[src/hdl/mips_pkg.sv]
package mips_pkg;

    // Data and address word.
    typedef logic [31:0] word_t;

    // First instruction fetch address.
    localparam word_t RESET_VECTOR = 32'h0000_0004;

    // Avalon master request, 70 bits.
    typedef struct packed {
        word_t       address;
        word_t       writedata;
        logic [3:0]  byteenable;
        logic        read;
        logic        write;
    } avalon_req_t;

    // Primary opcode field, instruction bits 31:26.
    typedef enum logic [5:0] {
        OP_SPECIAL = 6'h00,
        OP_ADDIU   = 6'h09,
        OP_LW      = 6'h23,
        OP_SW      = 6'h2B
    } opcode_e;

    // R-type function field, instruction bits 5:0.
    typedef enum logic [5:0] {
        FN_JR   = 6'h08,
        FN_ADDU = 6'h21,
        FN_SUBU = 6'h23,
        FN_AND  = 6'h24,
        FN_OR   = 6'h25,
        FN_XOR  = 6'h26
    } funct_e;

    // Operations the ALU can perform.
    typedef enum logic [2:0] {
        ALU_ADD = 3'd0,
        ALU_SUB = 3'd1,
        ALU_AND = 3'd2,
        ALU_OR  = 3'd3,
        ALU_XOR = 3'd4
    } alu_op_e;

endpackage
[src/hdl/mips_cpu.sv]
`timescale 1ns/1ps

module mips_cpu (
    input  logic                  clk,
    input  logic                  rst_n,
    output mips_pkg::avalon_req_t bus_req,
    input  logic                  waitrequest,
    input  mips_pkg::word_t       readdata,
    output logic                  active,
    output mips_pkg::word_t       register_v0
);

    typedef enum logic [2:0] {
        S_IDLE,
        S_FETCH,
        S_EXEC,
        S_MEM,
        S_WB,
        S_HALT
    } state_e;

    state_e state;

    mips_pkg::word_t pc;
    mips_pkg::word_t ir;
    mips_pkg::word_t alu_out;
    mips_pkg::word_t mdr;

    mips_pkg::opcode_e opcode;
    mips_pkg::funct_e  funct;
    mips_pkg::alu_op_e alu_op;
    mips_pkg::word_t   imm_ext;
    mips_pkg::word_t   alu_b;
    mips_pkg::word_t   alu_result;
    mips_pkg::word_t   rs_data;
    mips_pkg::word_t   rt_data;

    logic is_rtype;
    logic is_jr;
    logic is_addiu;
    logic is_lw;
    logic is_sw;
    logic wr_en;
    logic [4:0] wr_addr;
    mips_pkg::word_t wr_data;

    // Instruction decode.
    assign opcode   = mips_pkg::opcode_e'(ir[31:26]);
    assign funct    = mips_pkg::funct_e'(ir[5:0]);
    assign imm_ext  = {{16{ir[15]}}, ir[15:0]};
    assign is_rtype = (opcode == mips_pkg::OP_SPECIAL);
    assign is_jr    = is_rtype && (funct == mips_pkg::FN_JR);
    assign is_addiu = (opcode == mips_pkg::OP_ADDIU);
    assign is_lw    = (opcode == mips_pkg::OP_LW);
    assign is_sw    = (opcode == mips_pkg::OP_SW);

    always_comb begin
        alu_op = mips_pkg::ALU_ADD;
        if (is_rtype) begin
            case (funct)
                mips_pkg::FN_SUBU: alu_op = mips_pkg::ALU_SUB;
                mips_pkg::FN_AND:  alu_op = mips_pkg::ALU_AND;
                mips_pkg::FN_OR:   alu_op = mips_pkg::ALU_OR;
                mips_pkg::FN_XOR:  alu_op = mips_pkg::ALU_XOR;
                default:           alu_op = mips_pkg::ALU_ADD;
            endcase
        end
    end

    // R-type takes rt, everything else the immediate.
    assign alu_b = is_rtype ? rt_data : imm_ext;

    // Writeback.
    assign wr_en   = (state == S_WB) && (is_addiu || is_lw || (is_rtype && !is_jr));
    assign wr_addr = is_rtype ? ir[15:11] : ir[20:16];
    assign wr_data = is_lw ? mdr : alu_out;

    mips_alu u_mips_alu (
        .a      (rs_data),
        .b      (alu_b),
        .op     (alu_op),
        .result (alu_result)
    );

    mips_regfile u_mips_regfile (
        .clk     (clk),
        .rst_n   (rst_n),
        .rs_addr (ir[25:21]),
        .rt_addr (ir[20:16]),
        .rs_data (rs_data),
        .rt_data (rt_data),
        .wr_en   (wr_en),
        .wr_addr (wr_addr),
        .wr_data (wr_data),
        .v0      (register_v0)
    );

    // Control FSM and program counter.
    always_ff @(posedge clk or negedge rst_n) begin
        if (!rst_n) begin
            state <= S_IDLE;
            pc    <= mips_pkg::RESET_VECTOR;
        end else begin
            case (state)
                S_IDLE: begin
                    state <= S_FETCH;
                end
                S_FETCH: begin
                    if (!waitrequest) begin
                        state <= S_EXEC;
                    end
                end
                S_EXEC: begin
                    if (is_jr) begin
                        pc    <= rs_data;
                        // Jump to address 0 stops the processor.
                        state <= (rs_data == '0) ? S_HALT : S_WB;
                    end else begin
                        pc    <= pc + 32'd4;
                        state <= (is_lw || is_sw) ? S_MEM : S_WB;
                    end
                end
                S_MEM: begin
                    if (!waitrequest) begin
                        state <= S_WB;
                    end
                end
                S_WB: begin
                    state <= S_FETCH;
                end
                default: begin
                    state <= S_HALT;
                end
            endcase
        end
    end

    // Datapath registers.
    always_ff @(posedge clk) begin
        if ((state == S_FETCH) && !waitrequest) begin
            ir <= readdata;
        end
        if (state == S_EXEC) begin
            alu_out <= alu_result;
        end
        if ((state == S_MEM) && !waitrequest) begin
            mdr <= readdata;
        end
    end

    // Request is a function of registered state only, so it holds under waitrequest.
    always_comb begin
        bus_req            = '0;
        bus_req.byteenable = 4'hF;
        bus_req.writedata  = rt_data;
        if (state == S_FETCH) begin
            bus_req.address = pc;
            bus_req.read    = 1'b1;
        end else if (state == S_MEM) begin
            bus_req.address = alu_out;
            bus_req.read    = is_lw;
            bus_req.write   = is_sw;
        end
    end

    assign active = (state != S_IDLE) && (state != S_HALT);

endmodule

[src/hdl/mips_regfile.sv]
`timescale 1ns/1ps

module mips_regfile (
    input  logic            clk,
    input  logic            rst_n,
    input  logic [4:0]      rs_addr,
    input  logic [4:0]      rt_addr,
    output mips_pkg::word_t rs_data,
    output mips_pkg::word_t rt_data,
    input  logic            wr_en,
    input  logic [4:0]      wr_addr,
    input  mips_pkg::word_t wr_data,
    output mips_pkg::word_t v0
);

    mips_pkg::word_t regs [32];

    // Register 0 is never written, so it stays at its reset value of zero.
    always_ff @(posedge clk or negedge rst_n) begin
        if (!rst_n) begin
            for (int i = 0; i < 32; i++) begin
                regs[i] <= '0;
            end
        end else if (wr_en && (wr_addr != 5'd0)) begin
            regs[wr_addr] <= wr_data;
        end
    end

    // Combinational read ports.
    assign rs_data = regs[rs_addr];
    assign rt_data = regs[rt_addr];

    // Result register tap.
    assign v0 = regs[2];

endmodule

[src/hdl/mips_alu.sv]
`timescale 1ns/1ps

module mips_alu (
    input  mips_pkg::word_t   a,
    input  mips_pkg::word_t   b,
    input  mips_pkg::alu_op_e op,
    output mips_pkg::word_t   result
);

    // Shared by R-type ops, addiu and the lw/sw address add.
    always_comb begin
        case (op)
            mips_pkg::ALU_ADD: begin
                result = a + b;
            end
            mips_pkg::ALU_SUB: begin
                // Wraps modulo 2^32, no overflow trap.
                result = a - b;
            end
            mips_pkg::ALU_AND: begin
                result = a & b;
            end
            mips_pkg::ALU_OR: begin
                result = a | b;
            end
            mips_pkg::ALU_XOR: begin
                result = a ^ b;
            end
            default: begin
                result = a + b;
            end
        endcase
    end

endmodule

[config.mk]
export PLATFORM = sky130hd
export DESIGN_NAME = mips_cpu
export DESIGN_NICKNAME = d
export VERILOG_FILES = /design/src/hdl/mips_pkg.sv /design/src/hdl/mips_cpu.sv /design/src/hdl/mips_regfile.sv /design/src/hdl/mips_alu.sv
export SDC_FILE = /design/constraint.sdc
export NUM_CORES = 2
export LEC_CHECK = 0
export BUFFER_PORTS_ARGS = -buffer_cell sky130_fd_sc_hd__buf_2
export CELL_PAD_IN_SITES_DETAIL_PLACEMENT = 0
export CELL_PAD_IN_SITES_GLOBAL_PLACEMENT = 1
export CORE_MARGIN = 3
export CORE_UTILIZATION = 51
export CTS_BUF_LIST = sky130_fd_sc_hd__clkbuf_16
export CTS_CLUSTER_DIAMETER = 200
export CTS_CLUSTER_SIZE = 40
export DETAILED_ROUTE_END_ITERATION = 10
export PLACE_DENSITY_LB_ADDON = 0.1
export SETUP_SLACK_MARGIN = 0.2
export SYNTH_ARGS = -nofsm -noshare
export SYNTH_HDL_FRONTEND = slang
export SYNTH_SLANG_ARGS = --single-unit
export TNS_END_PERCENT = 100
[constraint.sdc]
create_clock -name clk -period 6.5 [get_ports clk]
set_input_delay 0.975 -clock clk [delete_from_list [all_inputs] [get_ports clk]]
set_output_delay 0.975 -clock clk [all_outputs]
set_load 0.03 [all_outputs]
==> impl_results.md <==
* Number of buffers and inverters on the critical path at 3
* Core footprint at 121,000 µm²
* Clock latency on the worst-skew pair at 700 ps
* Power Dens Cells at 162 nW/µm²
* Router iterations before antenna repair at 6
* Path class of the lowest-slack min-delay path: input port to asynchronous set/reset pin
* Max incr delay on CP at 620 ps
* Critical-path cell list: or2_2, buf_4, nor2_1, buf_4, a22o_1, a221oi_1, nand3_1, buf_4, o21ai_2, nand4b_1, or4_4, a211o_1, o21ai_2, xnor2_1, ha_1, nor2b_1, o21a_1, a211oi_1, o31a_1, xor2_1, o221ai_1
* Crit path from: ir[20]
* Clk network pwr share at 31.0%
* Reported net switching power at 2.44 mW
* Via count of the first global-routing pass at 45,417
* Avg WL per Cell at 29.6 µm
* Filler cell count at 10,553
* Area enclosed by the die boundary at 127,000 µm²
* Starting density of the core at 51.8%
* Max Clock Skew at 44.9 ps
* Post-DP HPWL at 135 mm
* Worst rel slew slack at 18.8%
* Status: finished, final reports clean
* Number of setup violations in the final report at 0
* Summed instance area of the synthesized netlist at 62,600 µm²
* Total number of vias at 47,597
* Antenna violations before repair at 7
* Startpoint-to-endpoint class of the critical path: flip-flop to flip-flop
* Data required time of the critical path at 6930 ps
* Lkg Pwr at 29.5 nW
* Number of DRC markers after the initial detailed-route iteration at 5,849
* Maximum number of pins on one net before global-route repair at 165
* Horizontal extent of the die at 356 µm
* Register area share after synthesis at 46.9%
* Final hold violations at 0
* CTS Root Buffer Type: sky130_fd_sc_hd__clkbuf_16
* Fraction of the core area covered by cells at the end of the flow at 55.1%
* Number of distinct library cells after synthesis at 76
* Slew Viols, Final at 0
* First-pass GRT wire length at 319 mm
* Final wirelength at 217 mm
* TritonCTS clock tree: yes
* Combinational Power Share at 1.6%
* Crit start category: flip-flop
* Largest fanout on the critical path at 13
* RSZ-0062 raised after global routing: true
* Slew at the pin closest to its max-slew limit at 1190 ps
* Number of clock sinks at 1,155
* Crit. End Element: flip-flop
* Cts-stage hold buffer count at 0
* Reg clk slew, reported paths at 170 ps
* CP max-delay cell: sky130_fd_sc_hd__edfxtp_1
* Gate Count Post-Synth at 5,861
* Global-route usage over all layers at 34.0%
* Total Negative Setup Slacks at 0 ps
* Vias per cell at 6.50
* Buffers added on ports at 133
* Peak clock frequency supported by timing at 0.165 GHz
* Number of cells on the worst reg-to-reg path at 21
* Share of layout cells above drive strength 1 at 17.0%
* Number of antenna-violating nets in the routed design at 0
* Total of max-cap violations at 0
* Total number of nets in the final design at 5,834
* GRT overflow at 0
* Reg-to-reg endpoint: alu_out[31]
* Maximum clock path buffer count at 3
* Number of warnings printed during yosys synthesis at 0
* Worst flop-to-flop path startpoint: ir[20]
* Switch share at 22.7%
* Rows at 127
* Dominant register cell in the synthesized netlist: sky130_fd_sc_hd__dfrtp_1
* Cell type with the highest aggregate area in the netlist: sky130_fd_sc_hd__dfrtp_1
* Total placed instance area at 65,500 µm²
* Dominant cells by area after synthesis: sky130_fd_sc_hd__dfrtp_1 (42%), sky130_fd_sc_hd__mux4_2 (15%), sky130_fd_sc_hd__mux2i_1 (6.9%)
* Die outline height at 356 µm
* Final cell area excluding filler cells at 66,600 µm²
* Gp weighted congestion at 0.941
* Critical Path AT at 6490 ps
* Synth-to-Final Area Change at 6.32%
* TritonCTS Buffers at 34
* Crit path depth at 21
* Portion of the clock cycle consumed by the worst path in the final layout at 93.2%
* Count of state elements after synthesis at 1,155
* Cell type with the highest occurrence count on the critical path: sky130_fd_sc_hd__buf_4
* EDFF count, synth at 96
* Worst IR drop on VDD at 168 µV
* Depth of the CTS H-tree at 2
* Period minus WS final at 6060 ps
* Post-synthesis async set-or-reset flop share at 91.7%
* Family with the most delay on the worst path: compound AO/OA/AOI/OAI gates
* Detailed-route DRC error count at 0
* Synth Area per Inst at 10.7 µm²
* Number of ports placed on the die boundary at 138
* Power share of the sequential group at 67.4%
* Flop-to-flop setup slack at 440 ps
* Int Pwr at 8.33 mW
* Area share of the largest cell type after synthesis at 42.3%
cell families (layout without fill, tap and decap cells):
group	Yosys count	in the layout	synth area share, %
buffers and inverters	693	542	4.87
other	1	7	0.00599
adder cells (fa/ha/maj)	98	98	1.97
AND/OR/NAND/NOR	1441	1441	9.43
XOR/XNOR	60	60	0.839
AO/OA/AOI/OAI	1550	1550	13.7
multiplexers	863	863	22.2
flip-flops	1155	1155	46.9
cells in the mapped netlist (all sizes together), types with 20 or more instances:
cell type     n
dfrtp      1058
nand2       658
o21ai       619
a21oi       607
nor2        585
mux2i       431
mux4        421
clkbuf      406
buf         188
a22oi       173
inv          99
ha           97
edfxtp       96
xnor2        44
nand3        38
o22ai        34
nor4         29
nand4        24
nor3         20
state kept, by name, indices dropped and copies added (netlist names):
register and cells:
ir 32, pc 32, mdr 32, state 3, u_mips_regfile.regs 992, u_mips_regfile.v0 32, alu_out 32
final cells by class:
class                   instances  area [µm²]  share of cell area (%)
clock buffers                  37         926                    1.39
flip-flops and latches       1155       29400                    44.1
well taps                    1612        2020                    3.03
clock inverters                11        45.0                  0.0676
multi-input cells            4016       30700                    46.1
diodes                          3        7.51                  0.0113
repair buffers                395        3160                    4.74
inverters                      99         372                   0.558
what timing repair did:
item / CTS / global route
setup endpoints to repair: 2 / 8
buffers inserted: 0 / 9
gates cloned: 0 / 1
resized for setup: 2 / 9
layout by cell type (no fill, tap or decap), types with 6 or more instances in the layout:
cell type / instances
sky130_fd_sc_hd__a31oi_1: 11
sky130_fd_sc_hd__clkbuf_16: 38
sky130_fd_sc_hd__mux2i_2: 32
sky130_fd_sc_hd__edfxtp_1: 96
sky130_fd_sc_hd__o221ai_1: 14
sky130_fd_sc_hd__a21o_1: 19
sky130_fd_sc_hd__nand3b_1: 12
sky130_fd_sc_hd__nor2b_1: 8
sky130_fd_sc_hd__xor2_1: 16
sky130_fd_sc_hd__nand2b_1: 14
sky130_fd_sc_hd__a22oi_1: 173
sky130_fd_sc_hd__buf_4: 222
sky130_fd_sc_hd__buf_12: 38
sky130_fd_sc_hd__nor4_2: 8
sky130_fd_sc_hd__mux4_2: 421
sky130_fd_sc_hd__a21oi_1: 603
sky130_fd_sc_hd__o21ai_0: 612
sky130_fd_sc_hd__nand2_4: 15
sky130_fd_sc_hd__xnor2_1: 44
sky130_fd_sc_hd__ha_1: 97
sky130_fd_sc_hd__o22ai_1: 34
sky130_fd_sc_hd__nor4_1: 20
sky130_fd_sc_hd__or3_1: 9
sky130_fd_sc_hd__nand4_1: 23
sky130_fd_sc_hd__o31ai_1: 11
sky130_fd_sc_hd__a211oi_1: 17
sky130_fd_sc_hd__and2_1: 9
sky130_fd_sc_hd__nand2_1: 643
sky130_fd_sc_hd__dfrtp_1: 1057
sky130_fd_sc_hd__and3_1: 7
sky130_fd_sc_hd__mux2_2: 11
sky130_fd_sc_hd__mux2i_1: 395
sky130_fd_sc_hd__nor3_1: 16
sky130_fd_sc_hd__buf_2: 132
sky130_fd_sc_hd__nor2_1: 583
sky130_fd_sc_hd__nand3_1: 36
sky130_fd_sc_hd__inv_1: 107
sky130_fd_sc_hd__a22o_1: 6
power groups by stage:
stage	Combinational (mW)	Clock (mW)	Sequential, mW
floorplan	0.00572	0	7.41
finish	0.170	3.34	7.27
detailed placement	0.178	0	7.40
global route	0.196	3.61	7.27
global placement	0.179	0	7.40
CTS	0.180	3.39	7.27
how the worst max path moves through the flow:
stage / end / slack, ps
3_5_place_dp: alu_out[30] / 160
4_1_cts: alu_out[30] / 300
5_1_grt: alu_out[30] / 180
3_3_place_gp: alu_out[30] / 180
2_1_floorplan: alu_out[30] / 230
6_report: alu_out[31] / 440
metrics by stage:
step | hold slack [ps] | instances | power, mW | setup WS [ps]
2_1_floorplan | 441 | 5864 | 7.41 | 233
3_3_place_gp | 378 | 7267 | 7.58 | 176
3_5_place_dp | 383 | 7267 | 7.58 | 162
4_1_cts | 315 | 7315 | 10.8 | 299
5_1_grt | 316 | 7327 | 11.1 | 180
6_report | 277 | 7328 | 10.8 | 443
per-layer routing:
metal / vias to the layer above / routed length, µm / global-route usage (%)
met5: - / 0 / 0
met3: 319 / 20000 / 6.97
met1: 24432 / 94000 / 50.9
li1: 20697 / - / -
met4: 0 / 6820 / 9.69
met2: 2149 / 96000 / 50.6
(Power assumes the default switching activity.)
